--- src/source/lsu_pkg.sv ---
package lsu_pkg;

    // Datapath widths
    localparam int DATA_W = 32;
    localparam int ADDR_W = 32;

    // Data RAM holds 2**MEM_AW words
    localparam int MEM_AW = 8;

    // Request FIFO between capture and access unit
    localparam int QUEUE_DEPTH = 4;
    localparam int QUEUE_AW    = 2;

    // Memory opcodes, bit 2 marks a store
    typedef enum logic [3:0] {
        LD_B  = 4'b0000,
        LD_H  = 4'b0001,
        LD_W  = 4'b0010,
        ST_B  = 4'b0100,
        ST_H  = 4'b0101,
        ST_W  = 4'b0110,
        LD_BU = 4'b1000,
        LD_HU = 4'b1001
    } lsu_op_e;

    // Inbound handshake
    typedef enum logic {
        CAP_IDLE     = 1'b0,
        CAP_HOLD_ACK = 1'b1   // in_ack high until in_req drops
    } capture_state_e;

    // Access unit sequencing
    typedef enum logic [1:0] {
        ACC_IDLE      = 2'b00,
        ACC_READ      = 2'b01,  // RAM read in flight
        ACC_RESPOND   = 2'b10,  // out_req high
        ACC_WAIT_DROP = 2'b11   // wait for out_ack low
    } access_state_e;

endpackage

--- src/source/mem_access_unit.sv ---
module mem_access_unit (
    input  logic                       clk,
    input  logic                       arst_n,
    input  logic                       empty,
    input  lsu_pkg::lsu_op_e           head_op,
    input  logic [lsu_pkg::MEM_AW-1:0] head_word,
    input  logic [3:0]                 head_strb,
    input  logic [lsu_pkg::DATA_W-1:0] head_wdata,
    input  logic [1:0]                 head_lane,
    input  logic                       head_exc,
    input  logic [lsu_pkg::DATA_W-1:0] ram_rdata,
    input  logic                       out_ack,
    output logic                       pop,
    output logic                       ram_en,
    output logic                       ram_we,
    output logic [3:0]                 ram_strb,
    output logic [lsu_pkg::MEM_AW-1:0] ram_word,
    output logic [lsu_pkg::DATA_W-1:0] ram_wdata,
    output logic                       out_req,
    output logic [lsu_pkg::DATA_W-1:0] out_rdata,
    output logic                       out_exc
);

    lsu_pkg::access_state_e     state;
    lsu_pkg::lsu_op_e           op_q;
    logic [1:0]                 lane_q;
    logic                       head_store;
    logic [lsu_pkg::DATA_W-1:0] shifted;
    logic [lsu_pkg::DATA_W-1:0] load_data;

    assign pop        = (state == lsu_pkg::ACC_IDLE) && !empty;
    assign head_store = head_op inside {lsu_pkg::ST_B, lsu_pkg::ST_H, lsu_pkg::ST_W};

    // RAM is driven straight from the queue head in the pop cycle
    assign ram_en    = pop && !head_exc;
    assign ram_we    = ram_en && head_store;
    assign ram_strb  = head_strb;
    assign ram_word  = head_word;
    assign ram_wdata = head_wdata;

    // Little-endian lane select, then extend by opcode
    assign shifted = ram_rdata >> {lane_q, 3'b000};

    always_comb begin
        case (op_q)
            lsu_pkg::LD_B:  load_data = {{(lsu_pkg::DATA_W-8){shifted[7]}}, shifted[7:0]};
            lsu_pkg::LD_BU: load_data = {{(lsu_pkg::DATA_W-8){1'b0}}, shifted[7:0]};
            lsu_pkg::LD_H:  load_data = {{(lsu_pkg::DATA_W-16){shifted[15]}}, shifted[15:0]};
            lsu_pkg::LD_HU: load_data = {{(lsu_pkg::DATA_W-16){1'b0}}, shifted[15:0]};
            lsu_pkg::LD_W:  load_data = ram_rdata;
            default:        load_data = '0;
        endcase
    end

    always_ff @(posedge clk or negedge arst_n) begin
        if (!arst_n) begin
            state   <= lsu_pkg::ACC_IDLE;
            out_req <= 1'b0;
        end else begin
            case (state)
                lsu_pkg::ACC_IDLE: begin
                    if (pop) begin
                        if (head_exc || head_store) begin
                            state   <= lsu_pkg::ACC_RESPOND;
                            out_req <= 1'b1;
                        end else begin
                            state <= lsu_pkg::ACC_READ;
                        end
                    end
                end
                lsu_pkg::ACC_READ: begin
                    state   <= lsu_pkg::ACC_RESPOND;
                    out_req <= 1'b1;
                end
                lsu_pkg::ACC_RESPOND: begin
                    if (out_ack) begin
                        state   <= lsu_pkg::ACC_WAIT_DROP;
                        out_req <= 1'b0;
                    end
                end
                lsu_pkg::ACC_WAIT_DROP: begin
                    if (!out_ack) state <= lsu_pkg::ACC_IDLE;
                end
                default: state <= lsu_pkg::ACC_IDLE;
            endcase
        end
    end

    always_ff @(posedge clk) begin
        if (pop) begin
            op_q      <= head_op;
            lane_q    <= head_lane;
            out_exc   <= head_exc;
            out_rdata <= '0;        // Stores and faults return zero
        end else if (state == lsu_pkg::ACC_READ) begin
            out_rdata <= load_data;
        end
    end

    // Response payload frozen until the receiver acknowledges
    a_resp_stable: assert property (@(posedge clk) disable iff (!arst_n)
        (out_req && !out_ack) |=> ($stable(out_rdata) && $stable(out_exc)))
        else $error("response changed while waiting for out_ack");

endmodule

--- config.mk ---
export PLATFORM = sky130hd
export DESIGN_NAME = mem_access_unit
export DESIGN_NICKNAME = d
export VERILOG_FILES = /design/src/source/lsu_pkg.sv /design/src/source/mem_access_unit.sv
export SDC_FILE = /design/constraint.sdc
export NUM_CORES = 1
export LEC_CHECK = 0
export BUFFER_PORTS_ARGS = -buffer_cell sky130_fd_sc_hd__buf_4
export CORE_AREA = 2 2 74 90
export CTS_BUF_LIST = sky130_fd_sc_hd__clkbuf_16
export DETAILED_ROUTE_END_ITERATION = 10
export DIE_AREA = 0 0 76 92
export PLACE_DENSITY = 0.78
export SETUP_SLACK_MARGIN = 0.2
export SLEW_MARGIN = 10
export SYNTH_ARGS = -nofsm -noshare
export SYNTH_HDL_FRONTEND = slang
export SYNTH_SLANG_ARGS = --single-unit
--- constraint.sdc ---
create_clock -name clk -period 2.6 [get_ports clk]
set_clock_uncertainty 0.1 [all_clocks]
set_input_delay 0.13 -clock clk [delete_from_list [all_inputs] [get_ports clk]]
set_output_delay 0.13 -clock clk [all_outputs]
set_load 0.02 [all_outputs]
# == Word-level counts from Yosys, hierarchy flattened ==
# Index checks and enable logic that the tools add are counted.
# op_classes
reduce_logical,12
n_shift,1
muxes,10
eq_ne,14
# ops
op,n
$pmux W32 S5,1
$shr A32 B5 Y16,1
$eq A4 B3 Y1 const B,3
$eq A4 B4 Y1 const B,2
$mux W2,4
$pmux W2 S4,1
$ne A2 B2 Y1 const B,3
$reduce_bool A3 Y1,2
$eq A2 B2 Y1 const B,2
$eq A4 B1 Y1 const B,1
$eq A4 B2 Y1 const B,1
$logic_not A4 Y1,1
$reduce_and A4 Y1,1
$logic_and A1 B1 Y1,3
$mux W1,3
$pmux W1 S3,1
$reduce_and A3 Y1,1
$eq A2 B1 Y1 const B,1
$logic_not A1 Y1,2
$logic_not A2 Y1,1
$ne A2 B1 Y1 const B,1
$logic_or A1 B1 Y1,1
# word_totals
elab_cells,43
register_bits,42
output_inout_bits,81

# == Longest topological paths before layout ==
# Gate-level depths: netlist of the first run.
# logic_depth
ltp_word,6
depth_mapped,8
ltp_nobuf,7

# == Least setup slack after synthesis of the first run ==
# OpenSTA, ideal clock, no wires.
# synth_path
path_type,register to register
start,register state[0]
end,register out_rdata[22] (netlist bit)
setup_ps,122
required_ps,2378
stages_incl_launch_ff,8
setup_slack_ps,465
arrival_ps,1913
cell_sequence,dfrtp_1 -> inv_1 -> ha_1 -> nand2b_1 -> inv_1 -> nor2_1 -> clkbuf_1 -> a221o_1
# synth_via
elab_chain_cells,2
word_cells_on_any_way,3
classes_between,eq/ne (1); reduce/logical (2)
# synth_rtl
element,line,source
start: declaration,mem_access_unit.sv:24,lsu_pkg::access_state_e state;
start signal: assignment,mem_access_unit.sv:57,state <= lsu_pkg::ACC_IDLE;
start signal: assignment,mem_access_unit.sv:64,state <= lsu_pkg::ACC_RESPOND;
start signal: assignment,mem_access_unit.sv:67,state <= lsu_pkg::ACC_READ;
$logic_not A2 Y1,mem_access_unit.sv:31,assign pop = (state == lsu_pkg::ACC_IDLE) && !empty;
$logic_and A1 B1 Y1,mem_access_unit.sv:31,
net pop,mem_access_unit.sv:13,"output logic pop,"
end signal: assignment,mem_access_unit.sv:96,out_rdata <= load_data;
end: declaration,mem_access_unit.sv:20,"output logic [lsu_pkg::DATA_W-1:0] out_rdata,"
# The timed path passes the listed nets, and every way through them passes these cells.
# A chain may end at the register's enable or synchronous reset.

# == Final worst setup path of the first run ==
# layout_path
start,register state[0]
end,register out_rdata[21] (netlist bit)
# layout_via
elab_chain_cells,2
word_cells_on_any_way,3
classes_between,eq/ne (1); reduce/logical (2)
# layout_rtl
element,line
$logic_not A2 Y1,mem_access_unit.sv:31
$logic_and A1 B1 Y1,mem_access_unit.sv:31
# Several ways; a longest one is shown, not always the timed one.

==> impl_results.md, run 1 <==
* Run status: complete, no violations
* Crit path arrival time at 2.30 ns
* Fill cells at 559
* Fin. max-slew vios at 0
* First-pass GRT wire length at 10,000 um
* Buffers on Ports at 79
* Clock network power share at 22.8%
* Final TNS setup at 0 ns
* Worst-margin pin slew at 0.709 ns
* Ys flop type: dfxtp_1
* Worst endpoint required time at 2.71 ns
* Initial antenna violation count at 0
* Reg clk slew, reported paths at 0.06 ns
* Synthesis Warnings at 0
* DRT iter0 DRCs at 94
* Startpoint types: flip-flop
* Post-synthesis sequential area ratio at 35.9%
* Via-to-Cell Ratio at 5.31
* Placed Instances at 380
* FP Rows at 32
* Crit Path Max Fanout at 16
* Vias at 2,162
* Part of the cycle the worst path needs at 83.9%
* Total power divided by cell area at 772 mW/mm^2
* Sink Count at 42
* Die Ht at 92 um
* Drt first pass iters at 4
* GP Congestion at 0.885
* CTS Buffer Depth at 2
* CTS tree: built
* Mapped Nets at 363
* Max-cap violation count at 0
* Unique masters post-synth at 41
* # setup viols final at 0
* Pin count of the biggest net entering global routing at 31
* Net Sw Frac at 36.2%
* RSZ-0062 raised after global routing: no
* Post-synth ARST share at 7.14%
* DRT Wirelength at 6380 um
* GRT Total Usage at 17.8%
* Worst Hold Class: in2reg
* Minimum clock period at 2.18 ns
* Fmax at 0.458 GHz
* Ant diodes at 0
* Psw at 0.905 mW
* FF/Latch Area at 926 um^2
* Vias in the first global route at 2,103
* Post-DRT Antenna Nets at 0
* Cells after synthesis at 270
* H-tree levels at 2
* GRT overflow at 0
* CP Capture Type: flip-flop
* Post-synth EDFFs at 7
* CTS root buf: clkbuf_16
* Final nets at 414
* Area Growth Syn to Fin at 25.5%
* Avg WL per Cell at 15.7 um
* Post-detail-place hpwl at 4890 um
* Initial core utilization at 41.6%
* CTS buffer count at 5
* Finished Layout Cells at 407
* Die ar. at 0.00699 mm^2
* Sequential power share at 35.4%
* Chip width at 76 um
* Remaining DRCs at 0
* Worst vdd ir at 0.669 mV
* Cell Area, Synth at 0.00258 mm^2
* Clock latency on the worst-skew pair at 0.28 ns
* P_leak at 1.41 nW
* Mean area per synthesized cell at 9.56 um^2
* Combinational Power Share at 41.8%
* Final Hold Fails at 0
* Synth Register Bits at 42
* I/O pins at 168
* Layout cell share with drive strength beyond 1 at 31.7%
* Int Power at 1.60 mW
* Rel. slew slack at 52.4%
* CORE AREA at 0.00621 mm^2
* Critical path class: reg2reg
* Multi-input gate area at 0.00121 mm^2
sequential cells by signal, indices dropped and copies added (netlist names):
register,count
lane_q,2
out_exc,1
state,2
op_q,4
out_req,1
out_rdata,32
worst max-delay path, cell delays in order, from the launching register on:
cell and delay, ns:
dfrtp_1 0.41, inv_1 0.10, ha_1 0.25, nand2b_1 0.25, buf_4 0.21, and3_1 0.53
a221o_1 0.25
metal layers:
layer | share of wire (%) | vias to the layer above | global-route usage (%)
li1 | - | 1063 | -
met2 | 50 | 74 | 31.0
met3 | 6.9 | 16 | 6.20
met4 | 1.5 | 0 | 8.18
met1 | 41 | 1009 | 19.4
met5 | 0 | - | 0
worst paths after layout:
path / slack [ns] / to / cells after the start / from
worst max-delay path: 0.42 / out_rdata[21]$_SDFFE_PN0N_ / 6 / state[0]$_DFFE_PN0P_
worst min-delay path: 0.005 / out_rdata[16]$_SDFFE_PN0N_ / 2 / ram_rdata[16]
worst max register to register: 0.42 / out_rdata[21]$_SDFFE_PN0N_ / 6 / state[0]$_DFFE_PN0P_
worst min register to register: 0.39 / out_rdata[24]$_SDFFE_PN0N_ / 1 / out_rdata[24]$_SDFFE_PN0N_
max in group asynchronous: 2.23 / out_req$_DFFE_PN0P_ / 2 / arst_n
min in group asynchronous: 0.07 / state[1]$_DFFE_PN0P_ / 2 / arst_n
final cells by class:
type / instances / share of cell area, %
inverter: 8 / 0.927
multi-input combinational: 161 / 37.4
sequential: 42 / 28.6
timing repair buffer: 103 / 25.6
clock inverter: 3 / 0.347
tap: 85 / 3.28
clock buffer: 5 / 3.86
cell usage after synthesis, types with 2 or more instances:
| cell type | count | area (um^2) |
|---|---|---|
| ha_1 | 6 | 75.1 |
| inv_1 | 7 | 26.3 |
| a31oi_1 | 2 | 12.5 |
| a211o_1 | 6 | 52.6 |
| dfxtp_1 | 32 | 641 |
| o21ai_0 | 25 | 125 |
| nand3b_1 | 7 | 52.6 |
| a32oi_1 | 5 | 43.8 |
| nor2_1 | 7 | 26.3 |
| clkbuf_1 | 5 | 18.8 |
| a221o_1 | 17 | 170 |
| buf_4 | 46 | 345 |
| edfxtp_1 | 7 | 210 |
| mux2i_1 | 13 | 130 |
| nor3_1 | 2 | 10.0 |
| mux2_2 | 3 | 33.8 |
| nor2b_1 | 18 | 113 |
| dfrtp_1 | 3 | 75.1 |
| buf_6 | 2 | 22.5 |
| a21oi_1 | 14 | 70.1 |
| buf_2 | 6 | 30.0 |
| nand2_1 | 9 | 33.8 |
| a221oi_1 | 10 | 87.6 |
timing repair:
| item | CTS | global route |
|---|---|---|
| setup buffers | 0 | 1 |
| gates resized for setup | 0 | 1 |
| setup endpoints to repair | 0 | 16 |
| hold buffers | 18 | 0 |
| hold endpoints to repair | 20 | 0 |
power by group through the flow:
stage / clock network [mW] / logic, mW / registers, mW
after floorplan: 0 / 0.691 / 0.975
after detailed placement: 0 / 1.01 / 0.899
after global placement: 0 / 0.993 / 0.894
after global routing: 0.603 / 1.14 / 0.904
final: 0.571 / 1.05 / 0.884
after CTS: 0.585 / 1.04 / 0.886
cells by family (layout without fill, tap and decap cells):
group	after synthesis	count (layout)	share of synthesized area, %
fa+ha+maj	6	6	2.91
mux	16	16	6.35
compound gates	86	86	24.6
simple gates	53	53	13.0
flops	42	42	35.9
buf+inv	67	119	17.3
placed cells by master (no fill, tap or decap), types with 9 or more instances in the layout:
cell type      Yosys  layout
mux2i_1           13      13
buf_4             46      84
dfxtp_1           32      32
a21oi_1           14      14
o21ai_0           25      25
nor2b_1           18      18
a221oi_1          10      10
inv_1              7       9
dlygate4sd3_1      0      18
a221o_1           17      17
nand2_1            9       9
metrics by stage:
stage	power (mW)	cell area [um^2]	setup slack [ns]	utilization [%]	hold slack (ns)
floorplan	1.67	2580	0.465	-	-0.266
detailed placement	1.91	2900	0.313	46.8	-0.178
global route	2.65	3240	0.266	52.2	0.0105
CTS	2.51	3220	0.282	51.9	0.000405
finish	2.50	3240	0.418	52.2	0.00475
global placement	1.89	2900	0.472	46.8	-0.179
No activity file was read; power rests on OpenSTA's default activity.
==> inputs of run 2 (changes only) <==
--- a/config.mk
+++ b/config.mk
@@ -6,11 +6,11 @@
 export NUM_CORES = 1
 export LEC_CHECK = 0
 export BUFFER_PORTS_ARGS = -buffer_cell sky130_fd_sc_hd__buf_4
-export CORE_AREA = 2 2 74 90
+export CORE_AREA = 2 2 78 95
 export CTS_BUF_LIST = sky130_fd_sc_hd__clkbuf_16
 export DETAILED_ROUTE_END_ITERATION = 10
-export DIE_AREA = 0 0 76 92
-export PLACE_DENSITY = 0.78
+export DIE_AREA = 0 0 80 97
+export PLACE_DENSITY = 0.74
 export SETUP_SLACK_MARGIN = 0.2
 export SLEW_MARGIN = 10
 export SYNTH_ARGS = -nofsm -noshare
==> constraint.sdc (replaced) <==
create_clock -name clk -period 1.9 [get_ports clk]
set_clock_uncertainty 0.1 [all_clocks]
set_input_delay 0.095 -clock clk [delete_from_list [all_inputs] [get_ports clk]]
set_output_delay 0.095 -clock clk [all_outputs]
set_load 0.02 [all_outputs]
==> run 2 against run 1 <==
  * Clock-buffer cell count unchanged
  * First-iteration DRC count increased by 46%
  * Critical path type unchanged
  * Critical path depth decreased by 1
  * Total power increased by 65%
  * Combinational power increased by 100%
  * Sequential cell count unchanged
  * The flow now finishes with violations (hold timing)
==> impl_results.md, run 2 (same netlist as run 1, synthesis figures left out) <==
* Run status: finished with violations (was complete, no violations)
* Failing checks: hold timing
* Net Sw Frac at 36.7% (was 36.2%)
* Finished Layout Cells at 448 (was 407)
* Vias at 2,452 (was 2,162)
* I/O pins at 168 (unchanged)
* CTS buffer count at 5 (unchanged)
* Clock network power share at 20.0% (was 22.8%)
* Initial antenna violation count at 0 (unchanged)
* First-pass GRT wire length at 11,800 um (was 10,000 um)
* Largest regs: out_rdata x32, op_q x4 (unchanged)
* CTS Buffer Depth at 2 (unchanged)
* GP Congestion at 0.830 (was 0.885)
* Crit Path Max Fanout at 16 (unchanged)
* Pin count of the biggest net entering global routing at 24 (was 31)
* Final TNS setup at 0 ns (unchanged)
* Post-detail-place hpwl at 5430 um (was 4890 um)
* Final core occ at 57.6% (was 52.2%)
* Ant diodes at 0 (unchanged)
* CTS tree: built (unchanged)
* Worst endpoint required time at 1.97 ns (was 2.71 ns)
* Buffers on Ports at 79 (unchanged)
* Clock latency on the worst-skew pair at 0.28 ns (about the same)
* Remaining DRCs at 0 (unchanged)
* CP Capture Type: flip-flop (unchanged)
* Startpoint types: flip-flop (unchanged)
* P_leak at 1.68 nW (was 1.41 nW)
* Via-to-Cell Ratio at 5.47 (was 5.31)
* Part of the cycle the worst path needs at 97.1% (was 83.9%)
* Layout cell share with drive strength beyond 1 at 47.6% (was 31.7%)
* Chip width at 80 um (was 76 um)
* Initial core utilization at 38.1% (was 41.6%)
* Most common cell after layout, fill and taps aside: buf_4 (unchanged)
* Tot Pwr at 4.14 mW (was 2.50 mW)
* Die Ht at 97 um (was 92 um)
* CORE AREA at 0.00677 mm^2 (was 0.00621 mm^2)
* WHS at -0.00986 ns (was 0.00475 ns)
* Most flop-heavy register: out_rdata (unchanged)
* DRT iter0 DRCs at 137 (was 94)
* Final Hold Fails at 2 (was 0)
* Critical path class: reg2reg (unchanged)
* Area Growth Syn to Fin at 51.0% (was 25.5%)
* Minimum clock period at 1.84 ns (was 2.18 ns)
* Worst-margin pin slew at 0.382 ns (was 0.709 ns)
* # setup viols final at 0 (unchanged)
* Commonest cells after routing, fill and taps aside: buf_4, dfxtp_1, dlygate4sd3_1 (was buf_4, dfxtp_1, o21ai_0)
* FP Rows at 33 (was 32)
* Crit path arrival time at 1.91 ns (was 2.30 ns)
* Rel. slew slack at 74.3% (was 52.4%)
* Worst Hold Class: in2reg (unchanged)
* RSZ-0062 raised after global routing: yes (was no)
* Combinational Power Share at 50.7% (was 41.8%)
* Post-DRT Antenna Nets at 0 (unchanged)
* Max-cap violation count at 0 (unchanged)
* Final nets at 453 (was 414)
* Met2 WL at 4290 um (was 3210 um)
* Psw at 1.52 mW (was 0.905 mW)
* CTS root buf: clkbuf_16 (unchanged)
* GRT overflow at 0 (unchanged)
* GRT Total Usage at 19.3% (was 17.8%)
* Fmax at 0.542 GHz (was 0.458 GHz)
* Avg WL per Cell at 17.8 um (was 15.7 um)
* Fin. max-slew vios at 0 (unchanged)
* Int Power at 2.62 mW (was 1.60 mW)
* M1 WL at 2880 um (was 2640 um)
* Highest Signal Layer: met4 (unchanged)
* H-tree levels at 2 (unchanged)
* Placed Instances at 390 (was 380)
* Drt first pass iters at 5 (was 4)
* Max FFs per register at 32 (unchanged)
* Sequential power share at 29.3% (was 35.4%)
* Met3 WL at 550 um (was 439 um)
* Worst vdd ir at 0.658 mV (was 0.669 mV)
* Die ar. at 0.00776 mm^2 (was 0.00699 mm^2)
* DRT Wirelength at 7970 um (was 6380 um)
* Total power divided by cell area at 1060 mW/mm^2 (was 772 mW/mm^2)
* Sink Count at 42 (unchanged)
* Reg clk slew, reported paths at 0.06 ns (about the same)
* Vias in the first global route at 2,409 (was 2,103)
-- run 2: critical path, cell delays in order (launching register included) --
cell and delay, ns:
edfxtp_1 0.50, mux2_4 0.36, o311ai_4 0.27, nor3b_4 0.09
buf_12 0.15, a221o_1 0.26
-- run 2: path summary, 6_finish.rpt --
check | start | end | slack (ns) | cells after the start
setup / recovery | lane_q[1]$_DFFE_PN_ | out_rdata[19]$_SDFFE_PN0N_ | 0.06 | 5
hold / removal | ram_rdata[1] | out_rdata[1]$_SDFFE_PN0N_ | -0.01 | 3
setup reg to reg | lane_q[1]$_DFFE_PN_ | out_rdata[19]$_SDFFE_PN0N_ | 0.06 | 5
hold reg to reg | out_rdata[28]$_SDFFE_PN0N_ | out_rdata[28]$_SDFFE_PN0N_ | 0.39 | 1
max in group asynchronous | arst_n | state[0]$_DFFE_PN0P_ | 1.56 | 2
min in group asynchronous | arst_n | out_req$_DFFE_PN0P_ | 0.04 | 2
-- run 2: metrics by stage --
stage | hold WS [ns] | worst slack, ns | instance area, um^2
2_1_floorplan | -0.301 | 0.0803 | 2640
3_3_place_gp | -0.215 | 0.114 | 3040
3_5_place_dp | -0.213 | 0.0519 | 3040
4_1_cts | 0.00192 | 0.0758 | 3630
5_1_grt | 0.00964 | 0.00804 | 3900
6_report | -0.00986 | 0.0552 | 3900
-- run 2: timing repair --
action / 4_1_cts / 5_1_grt
pin swaps: 13 / 17
endpoints found under the hold margin: 26 / 0
gates cloned: 2 / 1
endpoints found under the setup margin: 34 / 35
buffers inserted: 10 / 13
hold buffers: 24 / 0
resized for setup: 22 / 31
-- run 2: layout make-up --
type / instances / area [um^2]
clock buffer: 5 / 125
clock inverter: 3 / 17.5
fill: 566 / 2870
inverter: 8 / 33.8
multi-input combinational: 161 / 1450
sequential: 42 / 927
tap: 87 / 109
timing repair buffer: 142 / 1230
-- run 2: metal layers --
metal	vias to the layer above	track usage (%)
li1	1140	-
met1	1182	21.0
met2	102	34.4
met3	28	3.82
met4	0	9.52
met5	-	0
-- run 2: power groups by stage --
stage	Sequential (mW)	Combinational, mW	Clock, mW
global placement	1.23	1.50	0
finish	1.21	2.10	0.828
global route	1.23	2.26	0.890
CTS	1.21	1.84	0.835
floorplan	1.34	1.04	0
detailed placement	1.24	1.54	0
==> inputs of run 3 (changes only) <==
--- a/config.mk
+++ b/config.mk
@@ -10,7 +10,7 @@
 export CTS_BUF_LIST = sky130_fd_sc_hd__clkbuf_16
 export DETAILED_ROUTE_END_ITERATION = 10
 export DIE_AREA = 0 0 80 97
-export PLACE_DENSITY = 0.74
+export PLACE_DENSITY = 0.76
 export SETUP_SLACK_MARGIN = 0.2
 export SLEW_MARGIN = 10
 export SYNTH_ARGS = -nofsm -noshare
==> run 3 against run 2 <==
  * The run still ends with hold timing left
  * Total power shrank 2.2%
  * Core utilization shrank 1.2 points
  * Hold slack lost 0.010 ns
  * Largest power group unchanged
  * Clock power grew 4.5%
  * Register-to-register slack is essentially flat
  * Clock-buffer cell count is the same
  * First-iteration DRC count shrank 18%
  * Critical endpoint unchanged
  * Critical path type unchanged
  * Fmax grew 0.62%
==> impl_results.md, run 3 (same netlist as run 1, synthesis figures left out) <==
* Max FFs per register at 32 (unchanged)
* First-pass GRT wire length at 10,800 um (was 11,800 um)
* Largest regs: out_rdata x32, op_q x4 (unchanged)
* FF-to-FF End: out_rdata[19]$_SDFFE_PN0N_ (unchanged)
* CTS tree: built (unchanged)
* Drt first pass iters at 4 (was 5)
* Reg clk slew, reported paths at 0.07 ns (was 0.06 ns)
* GRT Total Usage at 17.5% (was 19.3%)
* Pin count of the biggest net entering global routing at 29 (was 24)
* CTS Buffer Depth at 2 (unchanged)
* Reg2reg setup slack at 0.07 ns (was 0.06 ns)
* Buffers on Ports at 79 (unchanged)
* Post-detail-place hpwl at 5010 um (was 5430 um)
* Minimum clock period at 1.83 ns (was 1.84 ns)
* Post-DRT Antenna Nets at 0 (unchanged)
* Placed Instances at 388 (was 390)
* Avg WL per Cell at 16.7 um (was 17.8 um)
* Reg2reg start: lane_q[1]$_DFFE_PN_ (unchanged)
* Fmax at 0.545 GHz (was 0.542 GHz)
* Total power divided by cell area at 1060 mW/mm^2 (about the same)
* CP Capture Type: flip-flop (unchanged)
* # setup viols final at 0 (unchanged)
* Run status: finished with violations (unchanged)
* WHS at -0.0202 ns (was -0.00986 ns)
* Post-DP Area at 0.00303 mm^2 (was 0.00304 mm^2)
* Rel. slew slack at 74.5% (was 74.3%)
* CTS buffer count at 5 (unchanged)
* Fin. max-slew vios at 0 (unchanged)
* Area Growth Syn to Fin at 47.8% (was 51.0%)
* Vias at 2,384 (was 2,452)
* Post-route cell area at 0.00382 mm^2 (was 0.00390 mm^2)
* Crit path capture: out_rdata[19]$_SDFFE_PN0N_ (unchanged)
* Max-cap violation count at 0 (unchanged)
* Final core occ at 56.4% (was 57.6%)
* Crit Path Max Fanout at 16 (unchanged)
* GP Congestion at 0.885 (was 0.830)
* Most flop-heavy register: out_rdata (unchanged)
* Sink Count at 42 (unchanged)
* I/O pins at 168 (unchanged)
* Worst Hold Class: in2reg (unchanged)
* H-tree levels at 2 (unchanged)
* P_leak at 1.62 nW (was 1.68 nW)
* Crit path arrival time at 1.91 ns (about the same)
* CORE AREA at 0.00677 mm^2 (unchanged)
* Startpoint types: flip-flop (unchanged)
* Ant diodes at 0 (unchanged)
* Chip width at 80 um (unchanged)
* Final nets at 450 (was 453)
* Most common cell after layout, fill and taps aside: buf_4 (unchanged)
* DRT iter0 DRCs at 112 (was 137)
* Final Hold Fails at 1 (was 2)
* Initial core utilization at 38.1% (unchanged)
* Die Ht at 97 um (unchanged)
* Worst-margin pin slew at 0.382 ns (about the same)
* Via-to-Cell Ratio at 5.36 (was 5.47)
* Crit path from: lane_q[1]$_DFFE_PN_ (unchanged)
* Commonest cells after routing, fill and taps aside: buf_4, dfxtp_1, dlygate4sd3_1 (unchanged)
* Worst vdd ir at 0.579 mV (was 0.658 mV)
* Vias in the first global route at 2,335 (was 2,409)
* Initial antenna violation count at 0 (unchanged)
* CTS root buf: clkbuf_16 (unchanged)
* Part of the cycle the worst path needs at 96.5% (was 97.1%)
* Die ar. at 0.00776 mm^2 (unchanged)
* Finished Layout Cells at 445 (was 448)
* Failing checks: hold timing (unchanged)
* GRT overflow at 0 (unchanged)
* PnR worst setup slack at 0.0667 ns (was 0.0552 ns)
* Post-place setup slack at -0.00519 ns (was 0.0519 ns)
* Layout cell share with drive strength beyond 1 at 44.4% (was 47.6%)
* Remaining DRCs at 0 (unchanged)
* FF-to-FF path depth at 5 (unchanged)
* DRT Wirelength at 7430 um (was 7970 um)
* Worst endpoint required time at 1.98 ns (was 1.97 ns)
* Critical path class: reg2reg (unchanged)
* RSZ-0062 raised after global routing: yes (unchanged)
* FP Rows at 33 (unchanged)
* Clock latency on the worst-skew pair at 0.29 ns (was 0.28 ns)
-- run 3: cell count changes in the layout (fill, tap and decap cells not counted), moves of 2 or more --
cell	before	now
a221oi_1	1	6
a221oi_2	9	4
o21ai_2	2	0
inv_4	0	2
buf_4	107	99
o21ai_1	6	8
buf_16	2	0
dlygate4sd3_1	24	28
-- run 3: stage by stage --
step	TNS (ns)	power, mW
6_report	0	4.05
4_1_cts	0	3.77
3_5_place_dp	-0.00519	2.75
2_1_floorplan	0	2.38
5_1_grt	0	4.26
3_3_place_gp	0	2.70
-- run 3: final cells by class --
class	instances	area [um^2]
timing repair buffer	139	1200
clock buffer	5	125
sequential	42	927
inverter	8	36.3
fill	578	2960
clock inverter	3	22.5
multi-input combinational	161	1400
tap	87	109
-- run 3: how the worst min path moves through the flow --
stage,from,to,cells past startpoint
after floorplan,arst_n,out_req$_DFFE_PN0P_,0
after global placement,arst_n,out_req$_DFFE_PN0P_,1
after detailed placement,arst_n,out_req$_DFFE_PN0P_,1
after CTS,ram_rdata[7],out_rdata[7]$_SDFFE_PN0N_,3
after global routing,ram_rdata[7],out_rdata[7]$_SDFFE_PN0N_,3
final,ram_rdata[7],out_rdata[7]$_SDFFE_PN0N_,3
-- run 3: worst max-delay path: stages, from the launching register on --
cell and delay (ns):
edfxtp_1 0.49, mux2_4 0.37, a211oi_4 0.26, nor3b_4 0.08, buf_12 0.15, a221o_1 0.27
-- run 3: layer usage --
metal | part of all wire, % | up-vias | track usage [%]
li1 | - | 1136 | -
met1 | 40 | 1138 | 19.9
met2 | 51 | 88 | 29.9
met3 | 6.2 | 22 | 4.38
met4 | 2.8 | 0 | 8.34
met5 | 0 | - | 0
-- run 3: power by group --
group	switching, mW	internal [mW]	leakage [nW]	total (mW)
clock	0.373	0.492	0.0708	0.865
combinational	1.01	0.963	1.19	1.97
sequential	0.126	1.08	0.358	1.21
total	1.51	2.54	1.62	4.05
-- run 3: timing repair --
item / CTS / global route
endpoints found under the hold margin: 30 / 0
endpoints found under the setup margin: 26 / 33
resized for setup: 5 / 39
hold buffers: 28 / 0
gates cloned: 0 / 2
setup buffers: 7 / 12
pin swaps: 0 / 20
